$ cat src/llink_pkg.sv
// Shared definitions for the credit-based AXI write link, slave side.
// Holds the AXI field widths, the receive FIFO depths, the bit layout
// of the rx and tx PHY words and the beat structs carried on the link.
// Design files pull it in with a wildcard import in the module header.

package llink_pkg;

  ////////////////////////////////////////////////////////////
  // Field widths

  localparam int PHY_W  = 160;
  localparam int ID_W   = 4;
  localparam int ADDR_W = 48;
  localparam int DATA_W = 64;
  localparam int STRB_W = 8;

  // B credit counter
  localparam int CRED_W = 8;

  // Receive FIFO depths, also the far side's starting credit
  localparam int AW_DEPTH = 8;
  localparam int W_DEPTH  = 16;

  ////////////////////////////////////////////////////////////
  // rx PHY word layout, bits 145 to 159 unused

  localparam int RX_AW_PUSH  = 0;
  localparam int RX_AW_LSB   = 1;
  localparam int RX_W_PUSH   = 66;
  localparam int RX_W_LSB    = 67;
  localparam int RX_B_CREDIT = 144;

  ////////////////////////////////////////////////////////////
  // tx PHY word layout, bits 9 to 159 unused

  localparam int TX_B_PUSH    = 0;
  localparam int TX_B_LSB     = 1;
  localparam int TX_AW_CREDIT = 7;
  localparam int TX_W_CREDIT  = 8;

  ////////////////////////////////////////////////////////////
  // Beats

  // Write address, 65 bits
  typedef struct packed {
    logic [ID_W-1:0]   id;
    logic [2:0]        size;
    logic [7:0]        len;
    logic [1:0]        burst;
    logic [ADDR_W-1:0] addr;
  } aw_beat_t;

  // Write data, 77 bits
  typedef struct packed {
    logic [ID_W-1:0]   id;
    logic [DATA_W-1:0] data;
    logic [STRB_W-1:0] strb;
    logic              last;
  } w_beat_t;

  // Write response, 6 bits
  typedef struct packed {
    logic [ID_W-1:0] id;
    logic [1:0]      resp;
  } b_beat_t;

endpackage

$ cat src/llink_online_sync.sv
// Online synchronizer for the logic link.
// Delays rx_online by delay_x_value cycles and tx_online by delay_y_value
// cycles. Each delayed flag drops one cycle after its input drops.
// link_up is the registered AND of both delayed flags and gates all
// link traffic in the other blocks.

`timescale 1ns/1ps

module llink_online_sync (
  input  logic        clk_wr        ,
  input  logic        arst_n        ,
  input  logic        tx_online     ,
  input  logic        rx_online     ,
  input  logic [15:0] delay_x_value ,
  input  logic [15:0] delay_y_value ,
  output logic        link_up
);

  logic [15:0] rx_cnt;
  logic [15:0] tx_cnt;
  logic        rx_online_dly;
  logic        tx_online_dly;
  logic        rx_mature;
  logic        tx_mature;

  // Count after this edge reaches the programmed delay
  assign rx_mature = ({1'b0, rx_cnt} + 17'd1) >= {1'b0, delay_x_value};
  assign tx_mature = ({1'b0, tx_cnt} + 17'd1) >= {1'b0, delay_y_value};

  always_ff @(posedge clk_wr or negedge arst_n) begin
    if (!arst_n) begin
      rx_cnt        <= '0;
      tx_cnt        <= '0;
      rx_online_dly <= 1'b0;
      tx_online_dly <= 1'b0;
      link_up       <= 1'b0;
    end else begin
      // Saturating counters, restarted while offline
      if (!rx_online) begin
        rx_cnt <= '0;
      end else if (rx_cnt != 16'hffff) begin
        rx_cnt <= rx_cnt + 16'd1;
      end
      if (!tx_online) begin
        tx_cnt <= '0;
      end else if (tx_cnt != 16'hffff) begin
        tx_cnt <= tx_cnt + 16'd1;
      end

      rx_online_dly <= rx_online && rx_mature;
      tx_online_dly <= tx_online && tx_mature;
      link_up       <= rx_online_dly && tx_online_dly;
    end
  end

endmodule

$ cat src/llink_phy_pack.sv
// PHY word packer and unpacker for the slave side of the link.
// The rx word is registered every edge, then split into the AW and W
// beats, their push bits and the B credit bit. The tx word carries the
// B beat, its push bit and the AW and W credit bits, and is registered.
// Push and credit bits in both directions are held low while the link
// is down.

`timescale 1ns/1ps

module llink_phy_pack
  import llink_pkg::*;
(
  input  logic             clk_wr    ,
  input  logic             arst_n    ,
  input  logic             link_up   ,
  input  logic [PHY_W-1:0] rx_phy    ,
  input  b_beat_t          b_out     ,
  input  logic             b_push    ,
  input  logic             aw_credit ,
  input  logic             w_credit  ,
  output logic [PHY_W-1:0] tx_phy    ,
  output logic             aw_push   ,
  output aw_beat_t         aw_beat   ,
  output logic             w_push    ,
  output w_beat_t          w_beat    ,
  output logic             b_credit
);

  logic [PHY_W-1:0] rx_q;
  logic [PHY_W-1:0] tx_d;

  ////////////////////////////////////////////////////////////
  // Receive side

  always_ff @(posedge clk_wr or negedge arst_n) begin
    if (!arst_n) begin
      rx_q <= '0;
    end else begin
      rx_q <= rx_phy;
    end
  end

  // Ignore far side strobes until the link is up
  assign aw_push  = link_up && rx_q[RX_AW_PUSH];
  assign w_push   = link_up && rx_q[RX_W_PUSH];
  assign b_credit = link_up && rx_q[RX_B_CREDIT];

  assign aw_beat = rx_q[RX_AW_LSB +: $bits(aw_beat_t)];
  assign w_beat  = rx_q[RX_W_LSB +: $bits(w_beat_t)];

  ////////////////////////////////////////////////////////////
  // Transmit side

  always_comb begin
    tx_d = '0;
    if (link_up) begin
      tx_d[TX_B_PUSH]    = b_push;
      tx_d[TX_AW_CREDIT] = aw_credit;
      tx_d[TX_W_CREDIT]  = w_credit;
      // Payload only next to its push, zero otherwise
      if (b_push) begin
        tx_d[TX_B_LSB +: $bits(b_beat_t)] = b_out;
      end
    end
  end

  always_ff @(posedge clk_wr or negedge arst_n) begin
    if (!arst_n) begin
      tx_phy <= '0;
    end else begin
      tx_phy <= tx_d;
    end
  end

endmodule

$ cat src/llink_rx_fifo.sv
// Credit-returning receive FIFO for one link channel.
// Beats pushed from the PHY are written on the next edge and shown ahead
// on pop_data while valid is high. Every valid-and-ready edge pops one
// entry and sends one registered credit pulse back to the far side.
// Instantiated once per receive channel with its own width and depth.

`timescale 1ns/1ps

module llink_rx_fifo #(
  parameter int WIDTH = 65,
  parameter int DEPTH = 8
) (
  input  logic             clk_wr    ,
  input  logic             arst_n    ,
  input  logic             push      ,
  input  logic [WIDTH-1:0] push_data ,
  input  logic             ready     ,
  output logic             valid     ,
  output logic [WIDTH-1:0] pop_data  ,
  output logic             credit
);

  localparam int PTR_W = (DEPTH > 1) ? $clog2(DEPTH) : 1;
  localparam int CNT_W = $clog2(DEPTH + 1);
  localparam logic [PTR_W-1:0] LAST_PTR = PTR_W'(DEPTH - 1);
  localparam logic [CNT_W-1:0] FULL_CNT = CNT_W'(DEPTH);

  logic [WIDTH-1:0] mem [DEPTH];
  logic [PTR_W-1:0] wr_ptr;
  logic [PTR_W-1:0] rd_ptr;
  logic [CNT_W-1:0] count;
  logic             wr_en;
  logic             rd_en;

  assign valid    = (count != '0);
  assign pop_data = mem[rd_ptr];

  // Pushes into a full buffer are dropped
  assign wr_en = push && (count != FULL_CNT);
  assign rd_en = valid && ready;

  ////////////////////////////////////////////////////////////
  // Storage

  always_ff @(posedge clk_wr) begin
    if (wr_en) begin
      mem[wr_ptr] <= push_data;
    end
  end

  ////////////////////////////////////////////////////////////
  // Pointers, occupancy and credit return

  always_ff @(posedge clk_wr or negedge arst_n) begin
    if (!arst_n) begin
      wr_ptr <= '0;
      rd_ptr <= '0;
      count  <= '0;
      credit <= 1'b0;
    end else begin
      if (wr_en) begin
        wr_ptr <= (wr_ptr == LAST_PTR) ? '0 : wr_ptr + 1'b1;
      end
      if (rd_en) begin
        rd_ptr <= (rd_ptr == LAST_PTR) ? '0 : rd_ptr + 1'b1;
      end

      case ({wr_en, rd_en})
        2'b10:   count <= count + 1'b1;
        2'b01:   count <= count - 1'b1;
        default: count <= count;
      endcase

      // One credit per entry taken by the user
      credit <= rd_en;
    end
  end

endmodule

$ cat src/llink_slave_top.sv
// Top level of the credit-based AXI write link, slave side.
// Received AW and W beats go through their own credit-returning FIFOs
// to the AXI user ports. B responses from the user leave on tx_phy under
// the control of a credit counter. The online synchronizer holds the
// whole link off until both online inputs have matured.

`timescale 1ns/1ps

module llink_slave_top
  import llink_pkg::*;
(
  input  logic              clk_wr        ,
  input  logic              arst_n        ,

  // Configuration
  input  logic              tx_online     ,
  input  logic              rx_online     ,
  input  logic [15:0]       delay_x_value ,
  input  logic [15:0]       delay_y_value ,
  input  logic [CRED_W-1:0] init_b_credit ,

  // PHY words
  input  logic [PHY_W-1:0]  rx_phy        ,
  output logic [PHY_W-1:0]  tx_phy        ,

  // AW channel
  output logic [ID_W-1:0]   user_awid     ,
  output logic [2:0]        user_awsize   ,
  output logic [7:0]        user_awlen    ,
  output logic [1:0]        user_awburst  ,
  output logic [ADDR_W-1:0] user_awaddr   ,
  output logic              user_awvalid  ,
  input  logic              user_awready  ,

  // W channel
  output logic [ID_W-1:0]   user_wid      ,
  output logic [DATA_W-1:0] user_wdata    ,
  output logic [STRB_W-1:0] user_wstrb    ,
  output logic              user_wlast    ,
  output logic              user_wvalid   ,
  input  logic              user_wready   ,

  // B channel
  input  logic [ID_W-1:0]   user_bid      ,
  input  logic [1:0]        user_bresp    ,
  input  logic              user_bvalid   ,
  output logic              user_bready
);

  logic     link_up;
  logic     aw_push;
  aw_beat_t aw_rx_beat;
  aw_beat_t aw_pop_beat;
  logic     aw_credit;
  logic     w_push;
  w_beat_t  w_rx_beat;
  w_beat_t  w_pop_beat;
  logic     w_credit;
  b_beat_t  b_in_beat;
  b_beat_t  b_tx_beat;
  logic     b_push;
  logic     b_credit;

  ////////////////////////////////////////////////////////////
  // User side packing

  assign user_awid    = aw_pop_beat.id;
  assign user_awsize  = aw_pop_beat.size;
  assign user_awlen   = aw_pop_beat.len;
  assign user_awburst = aw_pop_beat.burst;
  assign user_awaddr  = aw_pop_beat.addr;

  assign user_wid   = w_pop_beat.id;
  assign user_wdata = w_pop_beat.data;
  assign user_wstrb = w_pop_beat.strb;
  assign user_wlast = w_pop_beat.last;

  assign b_in_beat.id   = user_bid;
  assign b_in_beat.resp = user_bresp;

  ////////////////////////////////////////////////////////////
  // Link blocks

  llink_online_sync llink_online_sync_i (
    .clk_wr        (clk_wr),
    .arst_n        (arst_n),
    .tx_online     (tx_online),
    .rx_online     (rx_online),
    .delay_x_value (delay_x_value),
    .delay_y_value (delay_y_value),
    .link_up       (link_up)
  );

  llink_phy_pack llink_phy_pack_i (
    .clk_wr    (clk_wr),
    .arst_n    (arst_n),
    .link_up   (link_up),
    .rx_phy    (rx_phy),
    .b_out     (b_tx_beat),
    .b_push    (b_push),
    .aw_credit (aw_credit),
    .w_credit  (w_credit),
    .tx_phy    (tx_phy),
    .aw_push   (aw_push),
    .aw_beat   (aw_rx_beat),
    .w_push    (w_push),
    .w_beat    (w_rx_beat),
    .b_credit  (b_credit)
  );

  llink_rx_fifo #(.WIDTH($bits(aw_beat_t)), .DEPTH(AW_DEPTH)) llink_rx_fifo_iaw (
    .clk_wr    (clk_wr),
    .arst_n    (arst_n),
    .push      (aw_push),
    .push_data (aw_rx_beat),
    .ready     (user_awready),
    .valid     (user_awvalid),
    .pop_data  (aw_pop_beat),
    .credit    (aw_credit)
  );

  llink_rx_fifo #(.WIDTH($bits(w_beat_t)), .DEPTH(W_DEPTH)) llink_rx_fifo_iw (
    .clk_wr    (clk_wr),
    .arst_n    (arst_n),
    .push      (w_push),
    .push_data (w_rx_beat),
    .ready     (user_wready),
    .valid     (user_wvalid),
    .pop_data  (w_pop_beat),
    .credit    (w_credit)
  );

  llink_tx_credit llink_tx_credit_ib (
    .clk_wr      (clk_wr),
    .arst_n      (arst_n),
    .link_up     (link_up),
    .init_credit (init_b_credit),
    .b_in        (b_in_beat),
    .b_valid     (user_bvalid),
    .rx_credit   (b_credit),
    .b_ready     (user_bready),
    .b_out       (b_tx_beat),
    .b_push      (b_push)
  );

endmodule

$ cat src/llink_tx_credit.sv
// Credit-limited transmit stage for the B channel.
// The counter loads init_credit when link_up rises, drops by one per
// accepted response and rises by one per credit pulse from the far side.
// Each accepted response is registered with a one-cycle push towards
// the PHY packer.

`timescale 1ns/1ps

module llink_tx_credit
  import llink_pkg::*;
(
  input  logic              clk_wr      ,
  input  logic              arst_n      ,
  input  logic              link_up     ,
  input  logic [CRED_W-1:0] init_credit ,
  input  b_beat_t           b_in        ,
  input  logic              b_valid     ,
  input  logic              rx_credit   ,
  output logic              b_ready     ,
  output b_beat_t           b_out       ,
  output logic              b_push
);

  logic [CRED_W-1:0] credit_cnt;
  logic              link_up_q;
  logic              accept;

  assign b_ready = link_up && (credit_cnt != '0);
  assign accept  = b_valid && b_ready;

  always_ff @(posedge clk_wr or negedge arst_n) begin
    if (!arst_n) begin
      link_up_q  <= 1'b0;
      credit_cnt <= '0;
      b_push     <= 1'b0;
    end else begin
      link_up_q <= link_up;
      b_push    <= accept;

      if (!link_up) begin
        credit_cnt <= '0;
      end else if (!link_up_q) begin
        // Link just came up
        credit_cnt <= init_credit;
      end else begin
        // Send and refill in one cycle cancel out
        case ({accept, rx_credit})
          2'b10:   credit_cnt <= credit_cnt - 1'b1;
          2'b01:   credit_cnt <= credit_cnt + 1'b1;
          default: credit_cnt <= credit_cnt;
        endcase
      end
    end
  end

  // Outgoing response payload
  always_ff @(posedge clk_wr) begin
    if (accept) begin
      b_out <= b_in;
    end
  end

endmodule

$ cat config.mk
export PLATFORM = sky130hd
export DESIGN_NAME = llink_slave_top
export DESIGN_NICKNAME = d
export VERILOG_FILES = /design/src/llink_pkg.sv /design/src/llink_online_sync.sv /design/src/llink_phy_pack.sv /design/src/llink_rx_fifo.sv /design/src/llink_slave_top.sv /design/src/llink_tx_credit.sv
export SDC_FILE = /design/constraint.sdc
export NUM_CORES = 2
export LEC_CHECK = 0
export ABC_AREA = 0
export BUFFER_PORTS_ARGS = -buffer_cell sky130_fd_sc_hd__buf_4
export CAP_MARGIN = 30
export CELL_PAD_IN_SITES_DETAIL_PLACEMENT = 1
export CELL_PAD_IN_SITES_GLOBAL_PLACEMENT = 1
export CORE_ASPECT_RATIO = 0.6
export CORE_MARGIN = 2
export CORE_UTILIZATION = 35
export DETAILED_ROUTE_END_ITERATION = 10
export PLACE_DENSITY = 0.6
export RECOVER_POWER = 25
export SETUP_SLACK_MARGIN = 0.2
export SYNTH_ARGS = -nofsm -noshare
export SYNTH_HDL_FRONTEND = slang
export SYNTH_SLANG_ARGS = --single-unit
$ cat constraint.sdc
create_clock -name clk_wr -period 7.3 [get_ports clk_wr]
set_input_delay 1.46 -clock clk_wr [delete_from_list [all_inputs] [get_ports clk_wr]]
set_output_delay 1.46 -clock clk_wr [all_outputs]
set_load 0.005 [all_outputs]
==> flow_metrics.tcl <==
set metrics [dict create \
    status "finished clean" \
    clockRootBuffer "clkbuf_16" \
    finalMaxSlewViolations 0 \
    grt_pass1_wl_microns 283000 \
    cp_cell_sequence "nand2_4, buf_4, o21ai_0, a21oi_1, o21ai_0, nand2_1, buf_4" \
    regArea_sq_mm 0.0584 \
    drive_above_1_share_pct 26.1 \
    path_class "register to primary output" \
    grt_pass1_vias 39800 \
    fin_nets 4599 \
    wirelength_microns 193000 \
    firstDrtPassIters 5 \
    area_growth_pct 15.0 \
    numCtsBuffers 192 \
    ant_nets 0 \
    setup_viol 0 \
    htree_levels 4 \
    ir_worst_vdd_v 0.000319 \
    place_hpwl_microns 105000 \
    design.core.area_sq_mm 0.219 \
    fin_crit_sh_pct 71.7 \
    required_ps 5840 \
    max_stage_delay_ps 700 \
    multi_input_area_sq_mm 0.0169 \
    cp.arrival_ps 3770 \
    grt_setup_unrepaired "false" \
    crit_family "simple AND/OR/NAND/NOR gates" \
    fin_skew_ps 89.0 \
    critPathBufInv 2 \
    fin_cells 7385 \
    cts_hold_buf 0 \
    place.gp.congestion 0.733 \
    clockBufferDepth 4 \
    portBuffers 351 \
    dp.cells 7033 \
    worst_path_max_delay_cell "dfrtp_4" \
    ys_seq_elements 1982 \
    syn-instance-count 3877 \
    n_fill_cell 21000 \
    p_per_area_mw_per_mm2 346 \
    dpl_cell_area_sq_mm 0.0827 \
    finalCriticalPeriod_ps 5230 \
    path_max_fanout 38 \
    yosys.cell_types.count 65 \
    final_core_util_pct 40.5 \
    fp.dieW_microns 610 \
    grt.total_usage_pct 17.1 \
    slew_headroom_pct 26.3 \
    synth_area_sq_mm 0.0771 \
    clkTransAtPathRegs_ps 70 \
    synth_area_leaders "edfxtp_1 69%, mux4_2 8.3%, dfrtp_1 7.3%, mux2i_1 3.1%, mux2_2 2.1%" \
    synth_ff_type "edfxtp_1" \
    numClockSinks 1982 \
    grt_overflow_total 0 \
    dieArea_sq_mm 0.224 \
    finalPower_mw 30.7 \
    critPathLaunchType "register" \
    clk_latency_ps 850 \
    crit_path_end_kind "primary output" \
    io_pins 518 \
    first_iter_violations 3326 \
    fin_area_sq_mm 0.0886 \
    yosysSeqAreaShare_pct 75.8 \
    post-cts-setup-buffers 0 \
    rows 133 \
    synth-async-reset-ratio_pct 11.3 \
    max_cap_viol_count 0 \
    worst_pin_slew_ps 1110 \
    cts_tree "built" \
    leakage_nw 30.4 \
    ys_warn_count 0 \
    synth_edf_count 1758 \
    worstHoldPathType "register to register" \
    cts_resized 0 \
    vias 37500 \
    synth_area_leader_cell "edfxtp_1" \
    grt_max_degree 133 \
    drc 0 \
    hold_viol 0 \
    start_util_pct 35.2 \
    synth_top_area_share_pct 68.5 \
    wire_per_inst_microns 26.1 \
    avgSynthCellArea_sq_um 19.9 \
    antenna_found_initial 15 \
    via_per_inst 5.08 \
    clock.fmax_mhz 191 \
    fp.dieH_microns 367 \
    finalSetupTns_ps 0 \
]
==> synthesized netlist by cell type, drive strengths merged, types with 5 or more instances <==
library cell / n
edfxtp: 1758
mux4: 284
buf: 260
mux2i: 238
dfrtp: 224
o21ai: 172
mux2: 146
nand2: 119
a21oi: 93
a221oi: 78
a22oi: 77
clkbuf: 64
ha: 56
inv: 52
xnor2: 27
and2: 23
nor2: 22
o21a: 21
xor2: 19
nand3: 18
a21o: 13
and3: 13
nor3: 10
nand4: 9
o2bb2ai: 7
and4: 6
nor3b: 6
nor4: 6
a31oi: 5
nand2b: 5
nor2b: 5
o31ai: 5
==> metal layers <==
layer	vias to the layer above	track usage (%)	part of all wire [%]
li1	16200	-	-
met1	20300	25.1	47
met4	2	4.24	2.2
met3	249	2.46	4.1
met2	777	26.9	47
met5	-	0	0.0062
==> power breakdown <==
group          switching [mW]  internal, mW
Clock                    4.25          5.39
Sequential              0.407          12.4
Combinational            4.30          3.88
Total                    8.95          21.7
==> final timing paths <==
| check | start | end | slack, ps | cells past startpoint |
|---|---|---|---|---|
| min in group asynchronous | arst_n | llink_online_sync_i.rx_cnt[6]$_DFFE_PN0P_ | 640 | 1 |
| setup / recovery | llink_rx_fifo_iw.rd_ptr[2]$_DFFE_PN0P_ | user_wdata[0] | 2070 | 7 |
| max in group asynchronous | arst_n | llink_rx_fifo_iw.rd_ptr[0]$_DFFE_PN0P_ | 5300 | 2 |
| hold reg to reg | llink_online_sync_i.tx_online_dly$_DFF_PN0_ | llink_online_sync_i.link_up$_DFF_PN0_ | 470 | 1 |
| hold / removal | llink_online_sync_i.tx_online_dly$_DFF_PN0_ | llink_online_sync_i.link_up$_DFF_PN0_ | 470 | 1 |
| setup reg to reg | llink_online_sync_i.link_up$_DFF_PN0_ | llink_rx_fifo_iw.mem[9][21]$_DFFE_PP_ | 2590 | 7 |
==> logic make-up after synthesis <==
family                   share of synthesized area, %
AO/OA/AOI/OAI                                    4.45
XOR/XNOR                                        0.523
adder cells (fa/ha/maj)                         0.987
buffers and inverters                            3.11
flip-flops                                       75.8
multiplexers                                     13.5
other                                         0.00487
AND/OR/NAND/NOR                                  1.61
==> cell usage in the layout (no fill, tap or decap), drive strengths merged, types with 9 or more instances in the layout <==
cell type	n
and3	13
a22oi	77
and2	23
xor2	19
a21oi	93
a21o	13
xnor2	27
dfrtp	224
conb	151
ha	56
mux2i	238
nor2	22
edfxtp	1758
mux4	284
nor3	10
nand2	119
a221oi	78
inv	57
nand4	9
mux2	146
clkinv	58
clkbuf	424
o21a	21
o21ai	172
nand3	18
buf	281
==> metrics by stage <==
stage | hold slack, ps | setup slack, ps
global route | 494 | 1830
finish | 466 | 2070
global placement | 444 | 2730
detailed placement | 448 | 2930
floorplan | 428 | 1090
CTS | 463 | 2000
==> cell type report <==
type,count,area share (%)
Inverter,54,0.229
Timing Repair Buffer,430,3.88
Antenna cell,5,0.0141
Multi-Input combinational cell,1667,19.1
Tap cell,2902,4.10
Clock buffer,275,6.09
Sequential cell,1982,65.9
Clock inverter,70,0.640
==> registers in the layout, summed over array words and instances (netlist names) <==
| name | count |
|---|---|
| llink_online_sync_i.link_up | 1 |
| llink_online_sync_i.rx_cnt | 16 |
| llink_online_sync_i.rx_online_dly | 1 |
| llink_online_sync_i.tx_cnt | 16 |
| llink_online_sync_i.tx_online_dly | 1 |
| llink_phy_pack_i.rx_q | 145 |
| llink_phy_pack_i.tx_phy | 9 |
| llink_rx_fifo_iaw.count | 4 |
| llink_rx_fifo_iaw.credit | 1 |
| llink_rx_fifo_iaw.mem | 520 |
| llink_rx_fifo_iaw.rd_ptr | 3 |
| llink_rx_fifo_iaw.wr_ptr | 3 |
| llink_rx_fifo_iw.count | 5 |
| llink_rx_fifo_iw.credit | 1 |
| llink_rx_fifo_iw.mem | 1232 |
| llink_rx_fifo_iw.rd_ptr | 4 |
| llink_rx_fifo_iw.wr_ptr | 4 |
| llink_tx_credit_ib.b_out | 6 |
| llink_tx_credit_ib.b_push | 1 |
| llink_tx_credit_ib.credit_cnt | 8 |
| llink_tx_credit_ib.link_up_q | 1 |
Power figures use the tool's default switching activity.
